[src/hw/sys_cont_pkg.sv]
package sys_cont_pkg;

  localparam int addr_w    = 32;
  localparam int sel_w     = 16;
  localparam int n_int     = 16;
  localparam int int_idx_w = 4;
  localparam int n_flush   = 7;

  //////////////////////////////
  // flush vector layout
  //////////////////////////////

  localparam int flush_fetch_b     = 0;
  localparam int flush_decode_0_b  = 1;
  localparam int flush_decode_1_b  = 2;
  localparam int flush_register_b  = 3;
  localparam int flush_address_b   = 4;
  localparam int flush_execute_b   = 5;
  localparam int flush_writeback_b = 6;

  // everything up to execute, writeback keeps retiring
  localparam logic [n_flush-1:0] flush_redirect = ~(n_flush'(1) << flush_writeback_b);

  // front of the pipe only, execute already drained by the halt
  localparam logic [n_flush-1:0] flush_return =
      (n_flush'(1) << flush_fetch_b) |
      (n_flush'(1) << flush_decode_0_b) |
      (n_flush'(1) << flush_decode_1_b) |
      (n_flush'(1) << flush_register_b) |
      (n_flush'(1) << flush_address_b);

  //////////////////////////////
  // sequencer state codes
  //////////////////////////////

  localparam logic [2:0] ret_idle       = 3'd0;
  localparam logic [2:0] ret_pop_eflags = 3'd1;
  localparam logic [2:0] ret_pop_cs     = 3'd2;
  localparam logic [2:0] ret_pop_eip    = 3'd3;

  localparam logic [2:0] svc_idle    = 3'd0;
  localparam logic [2:0] svc_req_lo  = 3'd1;
  localparam logic [2:0] svc_wait_lo = 3'd2;
  localparam logic [2:0] svc_req_hi  = 3'd3;
  localparam logic [2:0] svc_wait_hi = 3'd4;

endpackage

[src/hw/idt_pkg.sv]
package idt_pkg;

  import sys_cont_pkg::*;

  // second gate word sits right after the first
  localparam logic [addr_w-1:0] gate_addr_offset = 32'd4;

  // fixed gate addresses, one per interrupt line
  localparam logic [addr_w-1:0] idt_table [n_int] = '{
    32'h0000_4000, 32'h0000_8000, 32'h0000_c000, 32'h0000_f000,
    32'h0000_f000, 32'h0000_f000, 32'h0000_f000, 32'h0000_f000,
    32'h0000_4000, 32'h0000_8000, 32'h0000_c000, 32'h0000_f000,
    32'h0000_0100, 32'h0000_2068, 32'h0000_2070, 32'h0000_f000
  };

  // gate word, after byte order fix
  typedef union packed {
    logic [addr_w-1:0] raw;
    struct packed {
      logic [sel_w-1:0] selector;
      logic [sel_w-1:0] offset;
    } pair;
  } gate_word_u;

  // memory is big endian, core is little endian
  function automatic logic [addr_w-1:0] byte_swap(input logic [addr_w-1:0] w);
    return {w[7:0], w[15:8], w[23:16], w[31:24]};
  endfunction

endpackage

[src/hw/int_pending_latch.sv]
`timescale 1ns/1ps

module int_pending_latch
  import sys_cont_pkg::*;
(
  input  logic                 or_int_vec,
  input  logic                 rst_n,
  input  logic [n_int-1:0]     int_vec,
  input  logic                 int_clear,
  output logic                 pending,
  output logic [int_idx_w-1:0] int_idx
);

  logic [n_int-1:0] vec_q;
  logic [n_int-1:0] clr_mask;

  assign clr_mask = int_clear ? (n_int'(1) << int_idx) : '0;

  // sticky, clear beats a fresh edge on the same line
  always_ff @(posedge or_int_vec) begin
    if (!rst_n) begin
      vec_q <= '0;
    end else begin
      vec_q <= (vec_q | int_vec) & ~clr_mask;
    end
  end

  assign pending = |vec_q;

  // lowest line wins
  always_comb begin
    int_idx = '0;
    for (int i = n_int - 1; i >= 0; i--) begin
      if (vec_q[i]) begin
        int_idx = int_idx_w'(i);
      end
    end
  end

  // service must only retire a line that is really pending
  a_clear_pending: assert property (
    @(posedge or_int_vec) disable iff (!rst_n)
    int_clear |-> vec_q[int_idx]
  );

endmodule

[src/hw/int_service_seq.sv]
`timescale 1ns/1ps

module int_service_seq
  import sys_cont_pkg::*;
  import idt_pkg::*;
(
  input  logic                 or_int_vec,
  input  logic                 rst_n,
  input  logic                 pending,
  input  logic [int_idx_w-1:0] int_idx,
  input  logic                 hold_int,
  input  logic                 mem_ready,
  input  logic                 mem_dp_valid,
  input  logic [addr_w-1:0]    mem_dp_read_data,
  output logic                 mem_valid,
  output logic [addr_w-1:0]    mem_address,
  output logic                 mem_dp_ready,
  output logic                 int_clear,
  output logic                 int_redirect,
  output logic [addr_w-1:0]    int_target,
  output logic [sel_w-1:0]     int_cs
);

  logic [2:0]        state_q;
  logic              redirect_q;
  logic              start;
  logic [addr_w-1:0] gate_q;
  logic [sel_w-1:0]  offset_q;
  logic [sel_w-1:0]  sel_q;
  gate_word_u        rd_word;

  assign rd_word.raw = byte_swap(mem_dp_read_data);

  // redirect_q blocks a restart while the latch still shows the old line
  assign start = (state_q == svc_idle) && pending && !hold_int && !redirect_q;

  always_ff @(posedge or_int_vec) begin
    if (!rst_n) begin
      state_q    <= svc_idle;
      redirect_q <= 1'b0;
    end else begin
      redirect_q <= 1'b0;
      case (state_q)
        svc_idle:    if (start) state_q <= svc_req_lo;
        svc_req_lo:  if (mem_ready) state_q <= svc_wait_lo;
        svc_wait_lo: if (mem_dp_valid) state_q <= svc_req_hi;
        svc_req_hi:  if (mem_ready) state_q <= svc_wait_hi;
        svc_wait_hi: begin
          if (mem_dp_valid) begin
            state_q    <= svc_idle;
            redirect_q <= 1'b1;
          end
        end
        default:     state_q <= svc_idle;
      endcase
    end
  end

  //////////////////////////////
  // gate capture
  //////////////////////////////

  always_ff @(posedge or_int_vec) begin
    if (start) begin
      gate_q <= idt_table[int_idx];
    end
    // first word gives the handler offset
    if (state_q == svc_wait_lo && mem_dp_valid) begin
      offset_q <= rd_word.pair.offset;
    end
    // second word gives the code segment
    if (state_q == svc_wait_hi && mem_dp_valid) begin
      sel_q <= rd_word.pair.selector;
    end
  end

  assign mem_valid    = (state_q == svc_req_lo) || (state_q == svc_req_hi);
  assign mem_address  = (state_q == svc_req_hi) ? gate_q + gate_addr_offset : gate_q;
  assign mem_dp_ready = (state_q == svc_wait_lo) || (state_q == svc_wait_hi);

  assign int_redirect = redirect_q;
  assign int_clear    = redirect_q;
  assign int_target   = {{(addr_w - sel_w){1'b0}}, offset_q};
  assign int_cs       = sel_q;

  a_addr_stable: assert property (
    @(posedge or_int_vec) disable iff (!rst_n)
    mem_valid && !mem_ready |=> mem_valid && $stable(mem_address)
  );

  a_one_phase: assert property (
    @(posedge or_int_vec) disable iff (!rst_n)
    !(mem_valid && mem_dp_ready)
  );

endmodule

[src/hw/iretd_seq.sv]
`timescale 1ns/1ps

module iretd_seq
  import sys_cont_pkg::*;
(
  input  logic               or_int_vec,
  input  logic               rst_n,
  input  logic               iretd,
  input  logic               ret_far,
  input  logic               ret_near,
  input  logic               iretd_pop_valid,
  input  logic [addr_w-1:0]  iretd_pop_data,
  output logic               iretd_halt,
  output logic               ret_load_eflags,
  output logic               ret_load_cs,
  output logic               ret_load_eip,
  output logic               ret_fetch_load,
  output logic [addr_w-1:0]  ret_data,
  output logic [n_flush-1:0] ret_flush
);

  logic [2:0] state_q;
  logic [2:0] state_d;
  logic       pop_eip;

  // entry point depends on how much is on the stack
  always_comb begin
    state_d = state_q;
    case (state_q)
      ret_idle: begin
        if (iretd) begin
          state_d = ret_pop_eflags;
        end else if (ret_far) begin
          state_d = ret_pop_cs;
        end else if (ret_near) begin
          state_d = ret_pop_eip;
        end
      end
      ret_pop_eflags: if (iretd_pop_valid) state_d = ret_pop_cs;
      ret_pop_cs:     if (iretd_pop_valid) state_d = ret_pop_eip;
      ret_pop_eip:    if (iretd_pop_valid) state_d = ret_idle;
      default:        state_d = ret_idle;
    endcase
  end

  always_ff @(posedge or_int_vec) begin
    if (!rst_n) begin
      state_q <= ret_idle;
    end else begin
      state_q <= state_d;
    end
  end

  assign pop_eip = iretd_pop_valid && (state_q == ret_pop_eip);

  assign ret_load_eflags = iretd_pop_valid && (state_q == ret_pop_eflags);
  assign ret_load_cs     = iretd_pop_valid && (state_q == ret_pop_cs);
  assign ret_load_eip    = pop_eip;
  assign ret_fetch_load  = pop_eip;
  assign ret_data        = iretd_pop_data;
  assign ret_flush       = pop_eip ? flush_return : '0;

  // front end stays frozen until the last pop
  assign iretd_halt = (state_q != ret_idle);

  a_no_overlap: assert property (
    @(posedge or_int_vec) disable iff (!rst_n)
    (state_q != ret_idle) |-> !(iretd || ret_far || ret_near)
  );

endmodule

[src/hw/redirect_merge.sv]
`timescale 1ns/1ps

module redirect_merge
  import sys_cont_pkg::*;
(
  input  logic               or_int_vec,
  input  logic               rst_n,
  input  logic               int_redirect,
  input  logic [addr_w-1:0]  int_target,
  input  logic [sel_w-1:0]   int_cs,
  input  logic               ret_load_eflags,
  input  logic               ret_load_cs,
  input  logic               ret_load_eip,
  input  logic               ret_fetch_load,
  input  logic [addr_w-1:0]  ret_data,
  input  logic [n_flush-1:0] ret_flush,
  input  logic               jump_load,
  input  logic [addr_w-1:0]  jump_load_address,
  input  logic               jump_load_cs,
  input  logic [sel_w-1:0]   jump_cs,
  output logic               flush_fetch,
  output logic               flush_decode_0,
  output logic               flush_decode_1,
  output logic               flush_register,
  output logic               flush_address,
  output logic               flush_execute,
  output logic               flush_writeback,
  output logic               fetch_load,
  output logic [addr_w-1:0]  fetch_load_address,
  output logic               reg_load_cs,
  output logic [sel_w-1:0]   reg_cs,
  output logic               reg_load_eip,
  output logic [addr_w-1:0]  reg_eip,
  output logic               reg_load_eflags,
  output logic [addr_w-1:0]  reg_eflags
);

  logic               jump_q;
  logic               jump_cs_load_q;
  logic [addr_w-1:0]  jump_addr_q;
  logic [sel_w-1:0]   jump_cs_q;
  logic               jump_cs_en;
  logic [n_flush-1:0] flush_vec;

  //////////////////////////////
  // jump register
  //////////////////////////////

  always_ff @(posedge or_int_vec) begin
    if (!rst_n) begin
      jump_q         <= 1'b0;
      jump_cs_load_q <= 1'b0;
    end else begin
      jump_q         <= jump_load;
      jump_cs_load_q <= jump_load && jump_load_cs;
    end
  end

  always_ff @(posedge or_int_vec) begin
    if (jump_load) begin
      jump_addr_q <= jump_load_address;
      jump_cs_q   <= jump_cs;
    end
  end

  assign jump_cs_en = jump_q && jump_cs_load_q;

  //////////////////////////////
  // accumulation
  //////////////////////////////

  assign flush_vec = (int_redirect ? flush_redirect : '0) | ret_flush |
                     (jump_q ? flush_redirect : '0);

  assign flush_fetch     = flush_vec[flush_fetch_b];
  assign flush_decode_0  = flush_vec[flush_decode_0_b];
  assign flush_decode_1  = flush_vec[flush_decode_1_b];
  assign flush_register  = flush_vec[flush_register_b];
  assign flush_address   = flush_vec[flush_address_b];
  assign flush_execute   = flush_vec[flush_execute_b];
  assign flush_writeback = flush_vec[flush_writeback_b];

  assign fetch_load      = int_redirect || ret_fetch_load || jump_q;
  assign reg_load_cs     = int_redirect || ret_load_cs || jump_cs_en;
  assign reg_load_eip    = ret_load_eip;
  assign reg_load_eflags = ret_load_eflags;

  // buses read zero when nobody drives them
  assign fetch_load_address = int_redirect   ? int_target  :
                              ret_fetch_load ? ret_data    :
                              jump_q         ? jump_addr_q : '0;

  assign reg_cs = int_redirect ? int_cs                :
                  ret_load_cs  ? ret_data[sel_w-1:0]   :
                  jump_cs_en   ? jump_cs_q             : '0;

  assign reg_eip    = ret_load_eip ? ret_data : '0;
  assign reg_eflags = ret_load_eflags ? ret_data : '0;

  // interrupt, return and jump never redirect fetch together
  a_one_source: assert property (
    @(posedge or_int_vec) disable iff (!rst_n)
    $onehot0({int_redirect, ret_fetch_load, jump_q})
  );

endmodule

[src/hw/sys_cont_top.sv]
`timescale 1ns/1ps

module sys_cont_top
  import sys_cont_pkg::*;
(
  input  logic              or_int_vec,
  input  logic              rst_n,
  input  logic [n_int-1:0]  int_vec,
  input  logic              hold_int,
  input  logic              mem_ready,
  input  logic              mem_dp_valid,
  input  logic [addr_w-1:0] mem_dp_read_data,
  input  logic              iretd,
  input  logic              ret_far,
  input  logic              ret_near,
  input  logic              iretd_pop_valid,
  input  logic [addr_w-1:0] iretd_pop_data,
  input  logic              jump_load,
  input  logic [addr_w-1:0] jump_load_address,
  input  logic              jump_load_cs,
  input  logic [sel_w-1:0]  jump_cs,
  output logic              pending_int,
  output logic              mem_valid,
  output logic [addr_w-1:0] mem_address,
  output logic              mem_dp_ready,
  output logic              iretd_halt,
  output logic              flush_fetch,
  output logic              flush_decode_0,
  output logic              flush_decode_1,
  output logic              flush_register,
  output logic              flush_address,
  output logic              flush_execute,
  output logic              flush_writeback,
  output logic              fetch_load,
  output logic [addr_w-1:0] fetch_load_address,
  output logic              reg_load_cs,
  output logic [sel_w-1:0]  reg_cs,
  output logic              reg_load_eip,
  output logic [addr_w-1:0] reg_eip,
  output logic              reg_load_eflags,
  output logic [addr_w-1:0] reg_eflags
);

  // latch <-> service handshake
  logic                 pending;
  logic [int_idx_w-1:0] int_idx;
  logic                 int_clear;

  // interrupt redirect
  logic                 int_redirect;
  logic [addr_w-1:0]    int_target;
  logic [sel_w-1:0]     int_cs;

  // return sequence loads
  logic                 ret_load_eflags;
  logic                 ret_load_cs;
  logic                 ret_load_eip;
  logic                 ret_fetch_load;
  logic [addr_w-1:0]    ret_data;
  logic [n_flush-1:0]   ret_flush;

  assign pending_int = pending;

  int_pending_latch u_pending (.*);

  int_service_seq u_service (.*);

  iretd_seq u_iretd (.*);

  redirect_merge u_merge (.*);

endmodule

[config.mk]
export PLATFORM = sky130hd
export DESIGN_NAME = sys_cont_top
export DESIGN_NICKNAME = d
export VERILOG_FILES = /design/src/hw/sys_cont_pkg.sv /design/src/hw/idt_pkg.sv /design/src/hw/int_pending_latch.sv /design/src/hw/int_service_seq.sv /design/src/hw/iretd_seq.sv /design/src/hw/redirect_merge.sv /design/src/hw/sys_cont_top.sv
export SDC_FILE = /design/constraint.sdc
export NUM_CORES = 1
export LEC_CHECK = 0
export ABC_AREA = 1
export BUFFER_PORTS_ARGS = -buffer_cell sky130_fd_sc_hd__buf_4
export CORE_AREA = 2 2 117 119
export CTS_CLUSTER_SIZE = 25
export DETAILED_ROUTE_END_ITERATION = 10
export DIE_AREA = 0 0 119 121
export PLACE_DENSITY = 0.75
export SYNTH_ARGS = -nofsm -noshare
export SYNTH_HDL_FRONTEND = slang
export SYNTH_SLANG_ARGS = --single-unit
[constraint.sdc]
create_clock -name or_int_vec -period 2.6 [get_ports or_int_vec]
set_clock_uncertainty 0.05 [all_clocks]
set_input_delay 0.13 -clock or_int_vec [delete_from_list [all_inputs] [get_ports or_int_vec]]
set_output_delay 0.13 -clock or_int_vec [all_outputs]
set_load 0.05 [all_outputs]
# --- Word level (Yosys, flattened, before mapping) ---
# Memory sizes are Yosys's and may differ from the RTL's. A register that Yosys moved wholly into a read port is not among the register bits.
# Cells that the tools add are included.
word_totals:
  ff_bits: 105
  latch_bits: 0
  ram_bits: 0
  mem_bits_ro: 512
  output_inout_bits: 159
  memories: 1
classes:
  n_addsub: 1
  n_mul: 0
  n_div: 0
  order_cmp: 0
  eq_ne: 16
  shift: 1
  n_mux: 43
  bitwise: 6
  reduce_logical: 25
memory_table:
  columns: ["memory", "words", "width", "read_ports", "rd_ports_with_merged_regs", "wr", "line_no", "rtl"]
  rows:
  - ["(name not given)", 16, 32, 1, 1, 0, "int_service_seq.sv:65", "gate_q <= idt_table[int_idx];"]
op_table:
  columns: ["op", "count"]
  rows:
  - ["two-way mux 32 bit", 6]
  - ["two-way mux 16 bit", 4]
  - ["two-way mux 4 bit", 16]
  - ["two-way mux 3 bit", 11]
  - ["adder 32 x 3 -> 32 bit (second input constant)", 1]
  - ["bitwise AND 16 bit", 1]
  - ["inverter 16 bit", 1]
  - ["OR 16 bit", 1]
  - ["OR reduction 16 bit", 1]
  - ["left shift 1 x 4 -> 16 bit (first input constant)", 1]
  - ["one-hot mux 3 bit (5 select lines)", 1]
  - ["!= test 2 bit (second input constant)", 7]
  - ["== test 3 x 2 -> 1 bit (second input constant)", 4]
  - ["two-way mux 6 bit", 2]
  - ["one-hot mux 3 bit (4 select lines)", 1]
  - ["logical AND 1 bit", 10]
  - ["OR 7 x 5 -> 7 bit", 1]
  - ["OR 7 bit", 1]
  - ["== test 3 x 1 -> 1 bit (second input constant)", 2]
  - ["zero test 3 bit", 2]
  - ["logical OR 1 bit", 6]
  - ["two-way mux 5 bit", 1]
  - ["inverter 4 -> 5 bit", 1]
  - ["AND reduction 5 bit", 1]
  - ["8 further kinds", 9]

# --- Logic depth before layout (Yosys ltp) ---
logic_depth:
  depth_word: 20
  mapped_depth: 22

# --- By module ---
# From an unflattened synthesis, not the netlist that was laid out.
hier_totals:
  cells_unflattened: 831
  area_unflattened_um2: 6655.1
modules_own_cells:
  columns: ["module", "n_inst", "cells_each", "area_per_inst_um2", "seq_area_each_um2"]
  rows:
  - ["redirect_merge", 1, 460, 3206.8, 1481.4]
  - ["int_service_seq", 1, 147, 1935.6, 1281.2]
  - ["int_pending_latch", 1, 140, 944.7, 320.3]
  - ["iretd_seq", 1, 84, 568.0, 40.0]

# --- Worst setup path after synthesis ---
# No wires, ideal clock.
synth_path:
  kind: "register -> output"
  start: "reg u_iretd.state_q[1]"
  end: "out fetch_load_address[10]"
  arrival_ns: 2.764
  t_required_ns: 2.420
  slack_ns: -0.344
  path_stages_with_launch: 7
  path_buffers: 1
  path_cell_list: "dfxtp_1 -> ha_1 -> nand2_1 -> clkbuf_1 -> nor2_1 -> a21oi_1 -> o21ai_0"
synth_between:
  elab_chain_cells: 4
synth_lines:
  columns: ["item", "line_no", "rtl"]
  rows:
  - ["start, declared", "iretd_seq.sv:22", "logic [2:0] state_q;"]
  - ["start signal, assigned", "iretd_seq.sv:48", "state_q <= ret_idle;"]
  - ["start signal, assigned", "iretd_seq.sv:50", "state_q <= state_d;"]
  - ["== test 3 x 2 -> 1 bit", "iretd_seq.sv:54", "assign pop_eip = iretd_pop_valid && (state_q == ret_pop_eip);"]
  - ["logical AND 1 bit", "iretd_seq.sv:54", null]
  - ["two-way mux 32 bit", "redirect_merge.sv:90", "ret_fetch_load ? ret_data :"]
  - ["two-way mux 32 bit", "redirect_merge.sv:89", "assign fetch_load_address = int_redirect ? int_target :"]
  - ["end, declared", "sys_cont_top.sv:35", "output logic [addr_w-1:0] fetch_load_address,"]
# Every way passes these cells.

# --- Worst setup path after layout ---
layout_path:
  start: "reg u_iretd.state_q[0]"
  end: "out reg_cs[2]"
layout_between:
  elab_chain_cells: 4
layout_lines:
  columns: ["item", "line_no", "rtl"]
  rows:
  - ["== test 3 x 2 -> 1 bit", "iretd_seq.sv:57", "assign ret_load_cs = iretd_pop_valid && (state_q == ret_pop_cs);"]
  - ["logical AND 1 bit", "iretd_seq.sv:57", null]
  - ["two-way mux 16 bit", "redirect_merge.sv:94", "ret_load_cs ? ret_data[sel_w-1:0] :"]
  - ["two-way mux 16 bit", "redirect_merge.sv:93", "assign reg_cs = int_redirect ? int_cs :"]
  - ["end, declared", "sys_cont_top.sv:37", "output logic [sel_w-1:0] reg_cs,"]
# Every way passes these cells.

==> summary.txt <==
Power and ir drop
  – Pint: 0.003673 W
  – PD cells: around 680 mW/mm^2
  – Seq pwr share: approximately 37%
  – Sw frac: 38.84%
  – Comb power frac: between 30% and 40%
  – Clock share of power: 23.8%
  – Maximum vdd drop: ~450 uV
  – P_sw: approximately 0.0023 W
  – Leakage power: 4.179 nW

Placed design
  – Hpwl dp: between 10,000 and 15,000 um
  – Post-Place Setup Slack: 0.5470 ns
  – Buffers added on ports: ~270
  – GPL Wtd Cong: ~0.89

Hold path
  – Beginning of the worst hold path: int_vec[8]
  – Hold Crit Endpoint: u_pending.vec_q[8]
  – Hold depth: 2
  – Hold WC Path Type: input pin to register

Finish
  – Most frequent cells in the layout: buf_4 (281), nor2_1 (114), dlygate4sd3_1 (95)
  – Ant diodes: 0
  – Fin nets: approximately 1,100
  – Area Overhead vs Synth: 62.09%
  – Layout cells sized above 1: between 30% and 40%
  – Commonest non-fill, non-tap cell in the layout: buf_4
  – Filler cells: between 900 and 1,000

Floorplan
  – # IOs: between 200 and 300
  – Core box area: roughly 0.013 mm^2
  – Die Wd: 119 um
  – Die Ht: 121 um
  – Die Area: around 0.014 mm^2
  – Initial core utilization: roughly 42%
  – # rows: 42

STA
  – Fin crit share: 89.53%
  – Max Slew Vio Count: 0
  – Final worst slack: 0.2723 ns
  – Max Clk Rate: between 400 and 500 MHz
  – RSZ-0062 raised after global routing: false
  – Min Clock Period, post-route: around 2.3 ns
  – Final hold vios: 0
  – Max-slew headroom: around 55%
  – TNS Setup: 0 ns
  – Worst slew pin tran: 0.6784 ns
  – Final setup fails: 0

Worst setup path
  – WP data required: ~2.4 ns
  – Setup crit start kind: register
  – RR Startpoint: u_pending.vec_q[14]
  – CP endpoint kind: output port
  – R2r worst-path depth: 22
  – Worst Path Arrival: about 2.2 ns
  – R2r endpoint: u_service.gate_q[15]
  – CP max stage delay: between 0.4 and 0.5 ns
  – CP Class: register to output port
  – Slowest stage cell, crit path: inv_1
  – CP Buf/Inv Count: 3
  – Worst R2R Setup Slack: approximately 0.47 ns
  – Crit. Startpoint: u_iretd.state_q[0]
  – Largest fanout on the critical path: 15
  – CP Cell Sequence: inv_1, ha_1, nand2_1, inv_1, nand2_1, a31oi_1, buf_4
  – CP delay by family, top: buffers and inverters

Global routing
  – Pin count of the biggest net entering global routing: 54
  – GRT Total Usage: approximately a quarter
  – First-pass GRT wire length: around 28,000 um
  – Initial antenna violation count: 0
  – Vias in the first global route: approximately 5,300
  – Congestion Overflow GR: 0

Drt
  – Drt total wl: 18,970 um
  – Post-route ant nets: 0
  – DRT Pass-1 Iters: 5
  – Initial drt markers: roughly 530
  – DR vias: ~5,500
  – DRC: 0
  – Drt wl/cell: around 17 um
  – Vias per cell: 4.886

Outcome
  – Outcome: finished clean

Yosys
  – Cells after Synth: between 500 and 600
  – Syn Area/Cell: just over 9 um^2
  – Yosys warns: 0
  – Cell variety after synth: 30
  – Post-synth design cell area: 0.005443 mm^2
  – Seq cells post-synth: ~110
  – Sequential area share after synthesis: a little under three fifths

Clock tree
  – TritonCTS clock tree: built
  – H-Tree Depth: 3
  – Root Driver: clkbuf_16
  – Skew-Pair Late Insertion Delay: ~0.35 ns
  – Clk buf depth: 2
  – Cts repair resizes: 0
  – Num Clock Sinks: 112
  – CTS clk-pin slew, worst paths: ~0.070 ns
  – Total CTS buffers: 9

Job
  – Max-cap violations: 0
cells in the mapped netlist, drive strengths merged:
cell    instances  share of area [%]
buf            37                4.8
o22ai          11                1.3
a31oi          16                1.8
ha              9                2.1
o211ai          1               0.14
nand3          26                2.5
a21oi          41                3.9
nand2          87                6.3
nor3b           1               0.14
nor3            5               0.46
edfxtp         88                 49
nand4           4               0.69
conb            1              0.069
dfxtp          24                8.8
clkbuf         15                1.0
or2             1               0.12
o21ai          20                1.8
nor2          122                8.9
o221a           6                1.2
inv            77                5.3
metal layers:
layer	up-vias	global-route usage, %	wire, um
li1	2625	-	-
met1	2585	32.08	7630
met2	270	44.00	9446
met3	46	4.793	1271
met4	0	10.57	618
met5	-	0	0
worst reg2reg max path, stage by stage (launching register included):
cell and delay, ns:
dfxtp_1 0.37, inv_1 0.05, nand2_1 0.05, nand2_1 0.04, nand2_1 0.05, nand2_1 0.05, nand2_1 0.05, nand2_1 0.05
nand2_1 0.06, nand2_1 0.05, nand2_1 0.05, nand2_1 0.04, nand2_1 0.05, nand2_1 0.04, nand2_1 0.07, nand2_2 0.07
nand2_2 0.09, inv_1 0.07, ha_1 0.25, inv_1 0.09, nand2_1 0.07, nand2_1 0.09, inv_1 0.04
cell families (layout without fill, tap and decap cells):
| logic type | count (synthesis) | after routing | synth area share, % |
|---|---|---|---|
| other cells | 1 | 23 | 0.06890 |
| buf+inv | 129 | 470 | 11.13 |
| compound gates | 95 | 95 | 10.23 |
| fa+ha+maj | 9 | 9 | 2.069 |
| simple gates | 246 | 246 | 19.13 |
| flops | 112 | 112 | 57.38 |
sequential cells by signal (all words and copies together), names as in the netlist:
name                    cells
u_service.state_q           3
u_service.gate_q            8
u_service.int_cs           16
u_merge.jump_q              1
u_merge.jump_cs_load_q      1
u_merge.jump_addr_q        32
u_iretd.state_q             2
u_service.offset_q         16
u_merge.jump_cs_q          16
u_service.int_clear         1
u_pending.vec_q            16
final cells by class:
cell class	count	area (um^2)	area share (%)
inverters	77	289.0	3.276
well taps	176	220.2	2.496
repair buffers	377	3080	34.92
clock inverters	4	51.30	0.5815
flip-flops and latches	112	3124	35.41
multi-input cells	373	1799	20.39
clock buffers	12	257.7	2.922
metrics by stage:
step	cell area (um^2)	utilization, %	power, W	instances	hold WS (ns)
6_report	8822	67.42	0.006006	1131	0.009871
5_1_grt	8822	67.42	0.006242	1131	0.001435
4_1_cts	8822	67.42	0.006018	1131	0.001920
3_5_place_dp	7562	57.79	0.004474	1020	0.2596
3_3_place_gp	7562	57.79	0.004449	1020	0.2584
2_1_floorplan	5525	-	0.003756	614	0.1789
how the worst max path moves through the flow:
stage	to	cells past startpoint
floorplan	fetch_load_address[10]	6
global placement	u_service.gate_q[14]	22
detailed placement	u_service.gate_q[14]	22
CTS	fetch_load_address[1]	7
global route	fetch_load_address[12]	8
finish	reg_cs[2]	7
power by group through the flow:
stage	registers [W]	clock network (W)	logic [W]
floorplan	0.00232	0	0.00144
global placement	0.00223	0	0.00222
detailed placement	0.00223	0	0.00224
CTS	0.00219	0.00146	0.00237
global route	0.00221	0.00152	0.00251
finish	0.00219	0.00143	0.00238
timing repair:
item | in CTS | in global routing
setup buffers | 0 | 0
hold buffers | 95 | 0
endpoints found under the hold margin | 95 | 0
setup endpoints to repair | 0 | 0
Note: power is estimated with default switching activity, not from simulation.
